--- src/freelist_pkg.sv ---
/*
  Free-list tracker package
  Default pool sizes and the width helpers that every block of the
  tracker uses to size entry IDs and counts.
*/

package freelist_pkg;

  // Number of entries in the pool
  localparam int default_num_entries = 8;

  // Number of IDs that can be offered on the allocation port per cycle
  localparam int default_alloc_per_cycle = 2;

  // Number of parallel deallocation ports
  localparam int default_dealloc_ports = 2;

  // Delay of dealloc_count that equals the cut-through latency by default
  localparam int default_dealloc_count_delay = 2;

  // Width of an entry ID for a pool of n entries and never below one bit
  function automatic int id_width(input int n);
    return (n > 1) ? $clog2(n) : 1;
  endfunction

  // Width needed for a count from 0 to n inclusive
  function automatic int count_width(input int n);
    return (n > 0) ? $clog2(n + 1) : 1;
  endfunction

endpackage

--- src/alloc_staging_buffer.sv ---
/*
  Allocation staging buffer
  Registered multi-transfer buffer of up to NUM_ALLOC_PER_CYCLE entry IDs.
  Pops take IDs from the front, pushes append behind the survivors.
*/

module alloc_staging_buffer #(
  parameter int NUM_ALLOC_PER_CYCLE = freelist_pkg::default_alloc_per_cycle,
  parameter int ID_WIDTH = freelist_pkg::id_width(freelist_pkg::default_num_entries),
  localparam int CW = freelist_pkg::count_width(NUM_ALLOC_PER_CYCLE)
) (
  input  logic                                         clk,
  input  logic                                         rst,
  input  logic [CW-1:0]                                push_sendable,
  input  logic [NUM_ALLOC_PER_CYCLE-1:0][ID_WIDTH-1:0] push_data,
  output logic [CW-1:0]                                push_receivable,
  output logic [CW-1:0]                                pop_sendable,
  output logic [NUM_ALLOC_PER_CYCLE-1:0][ID_WIDTH-1:0] pop_data,
  input  logic [CW-1:0]                                pop_receivable
);

  // Number of valid IDs held in slots 0 to count-1
  logic [CW-1:0] count;
  logic [CW-1:0] count_next;
  logic [NUM_ALLOC_PER_CYCLE-1:0][ID_WIDTH-1:0] data;
  logic [NUM_ALLOC_PER_CYCLE-1:0][ID_WIDTH-1:0] data_next;

  logic [CW-1:0] pop_count;
  logic [CW-1:0] kept_count;
  logic [CW-1:0] space;

  // Transfer size on the pop side is the smaller of the two counts
  assign pop_count = (pop_receivable < count) ? pop_receivable : count;

  // IDs that survive this cycle's pops
  assign kept_count = count - pop_count;

  // Space includes the slots freed by pops in the same cycle, so a full
  // buffer that is being drained can refill without a bubble
  assign space = CW'(NUM_ALLOC_PER_CYCLE) - kept_count;

  assign push_receivable = (push_sendable < space) ? push_sendable : space;

  assign count_next = kept_count + push_receivable;

  // Shift survivors down to slot 0 and append accepted pushes behind them
  always_comb begin
    int src;
    int dst;
    data_next = data;
    for (int i = 0; i < NUM_ALLOC_PER_CYCLE; i++) begin
      src = i + int'(pop_count);
      dst = i - int'(kept_count);
      if (i < int'(kept_count)) begin
        data_next[i] = data[src];
      end else if (dst < int'(push_receivable)) begin
        data_next[i] = push_data[dst];
      end
    end
  end

  always_ff @(posedge clk) begin
    if (rst) begin
      count <= '0;
    end else begin
      count <= count_next;
    end
  end

  // Only the slots below count hold IDs on offer
  always_ff @(posedge clk) begin
    data <= data_next;
  end

  assign pop_sendable = count;
  assign pop_data = data;

endmodule

--- src/dealloc_counter.sv ---
/*
  Deallocation counter
  Counts valid deallocations per cycle and delays the count by
  DEALLOC_COUNT_DELAY register stages for credit return.
*/

module dealloc_counter #(
  parameter int NUM_DEALLOC_PORTS = freelist_pkg::default_dealloc_ports,
  parameter int DEALLOC_COUNT_DELAY = freelist_pkg::default_dealloc_count_delay,
  localparam int CW = freelist_pkg::count_width(NUM_DEALLOC_PORTS)
) (
  input  logic                         clk,
  input  logic                         rst,
  input  logic [NUM_DEALLOC_PORTS-1:0] dealloc_valid,
  output logic [CW-1:0]                dealloc_count
);

  logic [CW-1:0] count_now;

  // Population count of the valid bits
  always_comb begin
    count_now = '0;
    for (int i = 0; i < NUM_DEALLOC_PORTS; i++) begin
      count_now += CW'(dealloc_valid[i]);
    end
  end

  if (DEALLOC_COUNT_DELAY == 0) begin : gen_no_delay
    assign dealloc_count = count_now;
  end else begin : gen_delay
    // Stage 0 holds the newest count
    logic [DEALLOC_COUNT_DELAY-1:0][CW-1:0] stages;

    always_ff @(posedge clk) begin
      if (rst) begin
        stages <= '0;
      end else begin
        stages[0] <= count_now;
        for (int i = 1; i < DEALLOC_COUNT_DELAY; i++) begin
          stages[i] <= stages[i-1];
        end
      end
    end

    assign dealloc_count = stages[DEALLOC_COUNT_DELAY-1];
  end

endmodule

--- src/free_vector.sv ---
/*
  Free vector
  One bit per entry that is free and not yet staged for allocation.
  Deallocations set bits and entries pushed into staging clear them.
*/

module free_vector #(
  parameter int NUM_ENTRIES = freelist_pkg::default_num_entries,
  parameter int NUM_ALLOC_PER_CYCLE = freelist_pkg::default_alloc_per_cycle,
  parameter int NUM_DEALLOC_PORTS = freelist_pkg::default_dealloc_ports,
  localparam int ID_W = freelist_pkg::id_width(NUM_ENTRIES),
  localparam int CW = freelist_pkg::count_width(NUM_ALLOC_PER_CYCLE)
) (
  input  logic                                             clk,
  input  logic                                             rst,
  input  logic [NUM_DEALLOC_PORTS-1:0]                     dealloc_valid,
  input  logic [NUM_DEALLOC_PORTS-1:0][ID_W-1:0]           dealloc_entry_id,
  input  logic [NUM_ALLOC_PER_CYCLE-1:0][NUM_ENTRIES-1:0]  push_onehot,
  input  logic [CW-1:0]                                    push_receivable,
  output logic [NUM_ENTRIES-1:0]                           free_entries
);

  logic [NUM_ENTRIES-1:0] set_mask;
  logic [NUM_ENTRIES-1:0] clear_mask;
  logic [NUM_ENTRIES-1:0] free_next;

  // Decode every returned ID to one-hot and merge the ports
  always_comb begin
    set_mask = '0;
    for (int i = 0; i < NUM_DEALLOC_PORTS; i++) begin
      // IDs beyond the pool size are ignored rather than aliased
      if (dealloc_valid[i] && (int'(dealloc_entry_id[i]) < NUM_ENTRIES)) begin
        set_mask[dealloc_entry_id[i]] = 1'b1;
      end
    end
  end

  // Only the slots the staging buffer accepted leave the free vector
  always_comb begin
    clear_mask = '0;
    for (int i = 0; i < NUM_ALLOC_PER_CYCLE; i++) begin
      if (int'(push_receivable) > i) begin
        clear_mask |= push_onehot[i];
      end
    end
  end

  // Clear bits always come from entries that are already free, while set
  // bits come from entries held by the user, so the two never overlap for
  // legal traffic and clearing only affects bits that were free
  assign free_next = (free_entries | set_mask) & ~clear_mask;

  // Every entry starts free out of reset
  always_ff @(posedge clk) begin
    if (rst) begin
      free_entries <= '1;
    end else begin
      free_entries <= free_next;
    end
  end

endmodule

--- src/freelist_tracker.sv ---
/*
  Free-list tracker
  Hands out up to NUM_ALLOC_PER_CYCLE free entry IDs per cycle through a
  registered multi-transfer port and takes IDs back on parallel ports.
  Cut-through latency from deallocation to allocation is two cycles.
*/

module freelist_tracker #(
  parameter int NUM_ENTRIES = freelist_pkg::default_num_entries,
  parameter int NUM_ALLOC_PER_CYCLE = freelist_pkg::default_alloc_per_cycle,
  parameter int NUM_DEALLOC_PORTS = freelist_pkg::default_dealloc_ports,
  // Legal range is 0 up to the cut-through latency of 2
  parameter int DEALLOC_COUNT_DELAY = freelist_pkg::default_dealloc_count_delay,
  localparam int ID_W = freelist_pkg::id_width(NUM_ENTRIES),
  localparam int ACW = freelist_pkg::count_width(NUM_ALLOC_PER_CYCLE),
  localparam int DCW = freelist_pkg::count_width(NUM_DEALLOC_PORTS)
) (
  input  logic                                    clk,
  input  logic                                    rst,

  // Allocation port with slots 0 to alloc_sendable-1 valid
  input  logic [ACW-1:0]                          alloc_receivable,
  output logic [ACW-1:0]                          alloc_sendable,
  output logic [NUM_ALLOC_PER_CYCLE-1:0][ID_W-1:0] alloc_entry_id,

  // Deallocation ports have no back-pressure
  input  logic [NUM_DEALLOC_PORTS-1:0]            dealloc_valid,
  input  logic [NUM_DEALLOC_PORTS-1:0][ID_W-1:0]  dealloc_entry_id,
  output logic [DCW-1:0]                          dealloc_count
);

  logic [NUM_ENTRIES-1:0]                          free_entries;
  logic [NUM_ALLOC_PER_CYCLE-1:0][NUM_ENTRIES-1:0] push_onehot;
  logic [NUM_ALLOC_PER_CYCLE-1:0][ID_W-1:0]        push_data;
  logic [ACW-1:0]                                  push_sendable;
  logic [ACW-1:0]                                  push_receivable;

  // Free entries that have not yet been staged
  free_vector #(
    .NUM_ENTRIES         (NUM_ENTRIES),
    .NUM_ALLOC_PER_CYCLE (NUM_ALLOC_PER_CYCLE),
    .NUM_DEALLOC_PORTS   (NUM_DEALLOC_PORTS)
  ) u_free_vector (
    .clk              (clk),
    .rst              (rst),
    .dealloc_valid    (dealloc_valid),
    .dealloc_entry_id (dealloc_entry_id),
    .push_onehot      (push_onehot),
    .push_receivable  (push_receivable),
    .free_entries     (free_entries)
  );

  // Lowest-index-first selection feeds the push side of the buffer
  multi_priority_encoder #(
    .NUM_ENTRIES         (NUM_ENTRIES),
    .NUM_ALLOC_PER_CYCLE (NUM_ALLOC_PER_CYCLE)
  ) u_multi_priority_encoder (
    .free_entries  (free_entries),
    .slot_onehot   (push_onehot),
    .slot_id       (push_data),
    .slot_sendable (push_sendable)
  );

  // Registered allocation outputs
  alloc_staging_buffer #(
    .NUM_ALLOC_PER_CYCLE (NUM_ALLOC_PER_CYCLE),
    .ID_WIDTH            (ID_W)
  ) u_alloc_staging_buffer (
    .clk             (clk),
    .rst             (rst),
    .push_sendable   (push_sendable),
    .push_data       (push_data),
    .push_receivable (push_receivable),
    .pop_sendable    (alloc_sendable),
    .pop_data        (alloc_entry_id),
    .pop_receivable  (alloc_receivable)
  );

  // Delayed count of returned IDs for credit returns
  dealloc_counter #(
    .NUM_DEALLOC_PORTS   (NUM_DEALLOC_PORTS),
    .DEALLOC_COUNT_DELAY (DEALLOC_COUNT_DELAY)
  ) u_dealloc_counter (
    .clk           (clk),
    .rst           (rst),
    .dealloc_valid (dealloc_valid),
    .dealloc_count (dealloc_count)
  );

endmodule

--- src/multi_priority_encoder.sv ---
/*
  Multi-result priority encoder
  Picks up to NUM_ALLOC_PER_CYCLE free entries, lowest index first, and
  returns them as one-hot and binary IDs packed from slot 0 upward.
*/

module multi_priority_encoder #(
  parameter int NUM_ENTRIES = freelist_pkg::default_num_entries,
  parameter int NUM_ALLOC_PER_CYCLE = freelist_pkg::default_alloc_per_cycle,
  localparam int ID_W = freelist_pkg::id_width(NUM_ENTRIES),
  localparam int CW = freelist_pkg::count_width(NUM_ALLOC_PER_CYCLE)
) (
  input  logic [NUM_ENTRIES-1:0]                           free_entries,
  output logic [NUM_ALLOC_PER_CYCLE-1:0][NUM_ENTRIES-1:0]  slot_onehot,
  output logic [NUM_ALLOC_PER_CYCLE-1:0][ID_W-1:0]         slot_id,
  output logic [CW-1:0]                                    slot_sendable
);

  logic [NUM_ALLOC_PER_CYCLE-1:0] slot_valid;

  // Each slot takes the lowest remaining set bit and masks it out for the
  // slots above it, so results come out in ascending index order
  always_comb begin
    logic [NUM_ENTRIES-1:0] remaining;
    remaining = free_entries;
    for (int s = 0; s < NUM_ALLOC_PER_CYCLE; s++) begin
      // Two's complement trick isolates the lowest set bit
      slot_onehot[s] = remaining & (~remaining + NUM_ENTRIES'(1));
      remaining = remaining & ~slot_onehot[s];
    end
  end

  // One-hot to binary per slot
  always_comb begin
    for (int s = 0; s < NUM_ALLOC_PER_CYCLE; s++) begin
      slot_id[s] = '0;
      for (int e = 0; e < NUM_ENTRIES; e++) begin
        if (slot_onehot[s][e]) begin
          slot_id[s] |= ID_W'(e);
        end
      end
      slot_valid[s] = |slot_onehot[s];
    end
  end

  // Valid slots are contiguous from slot 0, so their count is the
  // number of IDs that can be pushed into staging
  always_comb begin
    slot_sendable = '0;
    for (int s = 0; s < NUM_ALLOC_PER_CYCLE; s++) begin
      slot_sendable += CW'(slot_valid[s]);
    end
  end

endmodule

--- config.mk ---
export PLATFORM = sky130hd
export DESIGN_NAME = freelist_tracker
export DESIGN_NICKNAME = d
export VERILOG_FILES = /design/src/freelist_pkg.sv /design/src/alloc_staging_buffer.sv /design/src/dealloc_counter.sv /design/src/free_vector.sv /design/src/freelist_tracker.sv /design/src/multi_priority_encoder.sv
export SDC_FILE = /design/constraint.sdc
export NUM_CORES = 1
export LEC_CHECK = 0
export BUFFER_PORTS_ARGS = -buffer_cell sky130_fd_sc_hd__buf_4
export CAP_MARGIN = 5
export CORE_ASPECT_RATIO = 0.8
export CORE_MARGIN = 4
export CORE_UTILIZATION = 36
export DETAILED_ROUTE_END_ITERATION = 8
export PLACE_DENSITY = 0.62
export SYNTH_ARGS = -nofsm -noshare
export SYNTH_HDL_FRONTEND = slang
export SYNTH_SLANG_ARGS = --single-unit
--- constraint.sdc ---
create_clock -name clk -period 4.1 [get_ports clk]
set_input_delay 0.205 -clock clk [delete_from_list [all_inputs] [get_ports clk]]
set_output_delay 0.205 -clock clk [all_outputs]
set_load 0.05 [all_outputs]
==> results.toml <==
[floorplanning]
die_h_um = 68.56
pin_count = 22
initial_utilization_pct = 38.30
dieArea_sq_mm = 0.005738
core_area_sq_mm = 0.004309
dieWidth_um = 83.70
rows = 21

[place]
gp_congestion = 0.8333
dp_cells = 275
io_buffers = 21
hpwl_mm = 2.909

[setup_path]
max_stage_delay_ps = 690
start_kind = "flip-flop"
crit_fanout = 9
cp_common_cell = "ha_1"
crit_chain = "or4_1 > a2111oi_0 > nor3_1 > inv_1 > nand2_1 > ha_1 > ha_1 > nand2b_1 > a21oi_1 > ha_1 > inv_1 > a21oi_1 > nand2_1 > o21ai_0"
cp_slowest_cell = "or4_1"
cp.arrival_ps = 3470
crit_family = "simple AND/OR/NAND/NOR gates"
crit_type = "flip-flop to flip-flop"
required_ps = 4030
r2r_slack_ps = 560
endpoint_kind = "flip-flop"
path_buf_inv = 2

[global_route]
groute.usage.overall_pct = 14.14
antenna_found_initial = 0
grt_first_pass_wirelength_mm = 6.506
grt-ovfl-total = 0
grt_max_degree = 16
grt_pass1_vias = 1392

[routing]
route.top_layer_used = "met4"
finalWirelength_mm = 3.850
remaining_drc_errors = 0
wl_met2_mm = 1.717
drtIter0Drc = 182
ant_nets = 0
dr.pass1.iters = 4
wl_met3_um = 216
wl_per_cell_um = 13.80
vias = 1534
vias_per_cell = 5.498
wl_met1_mm = 1.885

[cts]
numClockSinks = 20
cts_setup_buffers = 0
clkTransAtPathRegs_ps = 80
cts_buffers = 3
htreeDepth = 1
cts_resized = 0
clock-root-buffer = "clkbuf_8"
clock_latency_ps = 270
ctsHoldBuffers = 0
cts_tree = "yes"
clockBufferDepth = 2

[synth]
synth_edf_count = 6
synth-seq-cells = 20
ys_seq_area_share_pct = 27.90
async_flop_share_pct = 0
synth_cell_types = 46
synth_warnings = 0
syn_nets = 231
synth_area_sq_mm = 0.001650
syn_avg_cell_area_sq_um = 8.050
synthFlopType = "dfxtp_1"
syn_inst = 205

[sta]
relSlewSlack_pct = 72.07
finalHoldViolCount = 0
setup_viol = 0
setup-tns-final_ps = 0
fin_crit_sh_pct = 86.45
rsz0062_at_grt = "no"
fmax_mhz = 282.1
post-route-min-period_ps = 3545
clock_skew_ps = 6.015
slew_viol_final = 0
worst_pin_slew_ps = 418.4

[power]
switching_share_pct = 49.73
internal-power_mw = 0.8841
comb_power_share_pct = 68.1
cellLeakagePower_nw = 0.7846
clockPowerShare_pct = 11.6
seq_power_share_pct = 20.3
p_switching_mw = 0.8748
p_per_area_mw_per_mm2 = 927.9
ir_worst_vdd_mv = 0.3079

[min_path]
hp-class = "input port to flip-flop"

[final_layout]
most-common-layout-cells = "buf_4, nor2_1, nand2_1"
fill_cells = 443
multi_input_comb_area_sq_mm = 0.001030
regArea_sq_um = 460.4
nets = 249
diodes = 0
layout_commonest_cell = "buf_4"
synthToLayoutAreaGrowth_pct = 14.86
drive_above_1_share_pct = 17.12
fin_cells = 279

[status]
outcome = "finished clean"

[job]
maxCapViolCount = 0
[layout make-up]
cell class	count	share of cell area, %
clock buffers	3	2.178
clock inverters	1	1.584
inverters	14	2.772
multi-input cells	156	54.32
flip-flops and latches	20	24.29
well taps	57	3.762
repair buffers	28	11.09
[worst register-to-register path, cell delays in order (launching register included)]
cell	delay, ps
dfxtp_1	310
or4_1	690
a2111oi_0	360
nor3_1	140
inv_1	80
nand2_1	50
ha_1	240
ha_1	240
nand2b_1	140
a21oi_1	320
ha_1	210
inv_1	40
a21oi_1	150
nand2_1	70
o21ai_0	180
[Yosys cell counts, drive strengths merged, types with 4 or more instances]
cell / count / share of area, %
clkbuf: 8 / 2.4
a311oi: 4 / 2.1
ha: 14 / 11
a21oi: 10 / 3.0
xor2: 4 / 2.1
nand2: 16 / 3.6
a21o: 5 / 2.3
nand3: 4 / 1.2
nor3: 4 / 1.2
dfxtp: 14 / 17
inv: 14 / 3.2
a31oi: 5 / 1.9
buf: 7 / 4.1
edfxtp: 6 / 11
nor2b: 8 / 3.0
o21ai: 8 / 2.4
nor2: 26 / 5.9
[flip-flops by register name, indices dropped and copies added, names as in the netlist]
| name | flops |
|---|---|
| u_dealloc_counter.dealloc_count | 2 |
| u_dealloc_counter.gen_delay.stages | 2 |
| u_alloc_staging_buffer.pop_sendable | 2 |
| u_free_vector.free_entries | 8 |
| u_alloc_staging_buffer.pop_data | 6 |
[cells by family after synthesis]
group,synth area share [%]
and+or+nand+nor,21.76
AOI/OAI and AO/OA,24.94
buffers and inverters,9.704
DFF,27.90
adders and majority gates,12.51
xor gates and xnor gates,3.184
[worst paths after layout]
path	start	endpoint	cells after the start
max	u_free_vector.free_entries[1]$_SDFF_PP1_	u_alloc_staging_buffer.pop_data[0]$_DFFE_PP_	14
min	rst	u_alloc_staging_buffer.pop_sendable[0]$_SDFF_PP0_	2
max reg2reg	u_free_vector.free_entries[1]$_SDFF_PP1_	u_alloc_staging_buffer.pop_data[0]$_DFFE_PP_	14
min reg2reg	u_dealloc_counter.gen_delay.stages[0]$_SDFF_PP0_	u_dealloc_counter.dealloc_count[0]$_SDFF_PP0_	1
[metrics by stage]
stage / cell area (sq um) / worst slack, ps / total power, mW / hold WS [ps] / utilization [%]
2_1_floorplan: 1650 / 408.2 / 1.246 / 276.6 / -
6_report: 1896 / 555.4 / 1.759 / 214.5 / 43.99
3_5_place_dp: 1824 / 603.9 / 1.543 / 431.0 / 42.33
4_1_cts: 1896 / 560.7 / 1.755 / 222.9 / 43.99
3_3_place_gp: 1824 / 677.9 / 1.550 / 415.5 / 42.33
5_1_grt: 1896 / 222.6 / 1.935 / 237.8 / 43.99
[per-layer routing]
| metal | up-vias | track usage, % |
|---|---|---|
| li1 | 773 | - |
| met1 | 710 | 19.78 |
| met2 | 47 | 22.82 |
| met3 | 4 | 2.850 |
| met4 | 0 | 3.012 |
| met5 | - | 0 |
[power by group through the flow]
stage | sequential [mW] | clock [mW] | combinational, mW
2_1_floorplan | 0.501 | 0 | 0.745
3_3_place_gp | 0.363 | 0 | 1.19
3_5_place_dp | 0.363 | 0 | 1.18
4_1_cts | 0.359 | 0.208 | 1.19
5_1_grt | 0.365 | 0.216 | 1.35
6_report | 0.357 | 0.203 | 1.20
No activity file was read; power rests on OpenSTA's default activity.
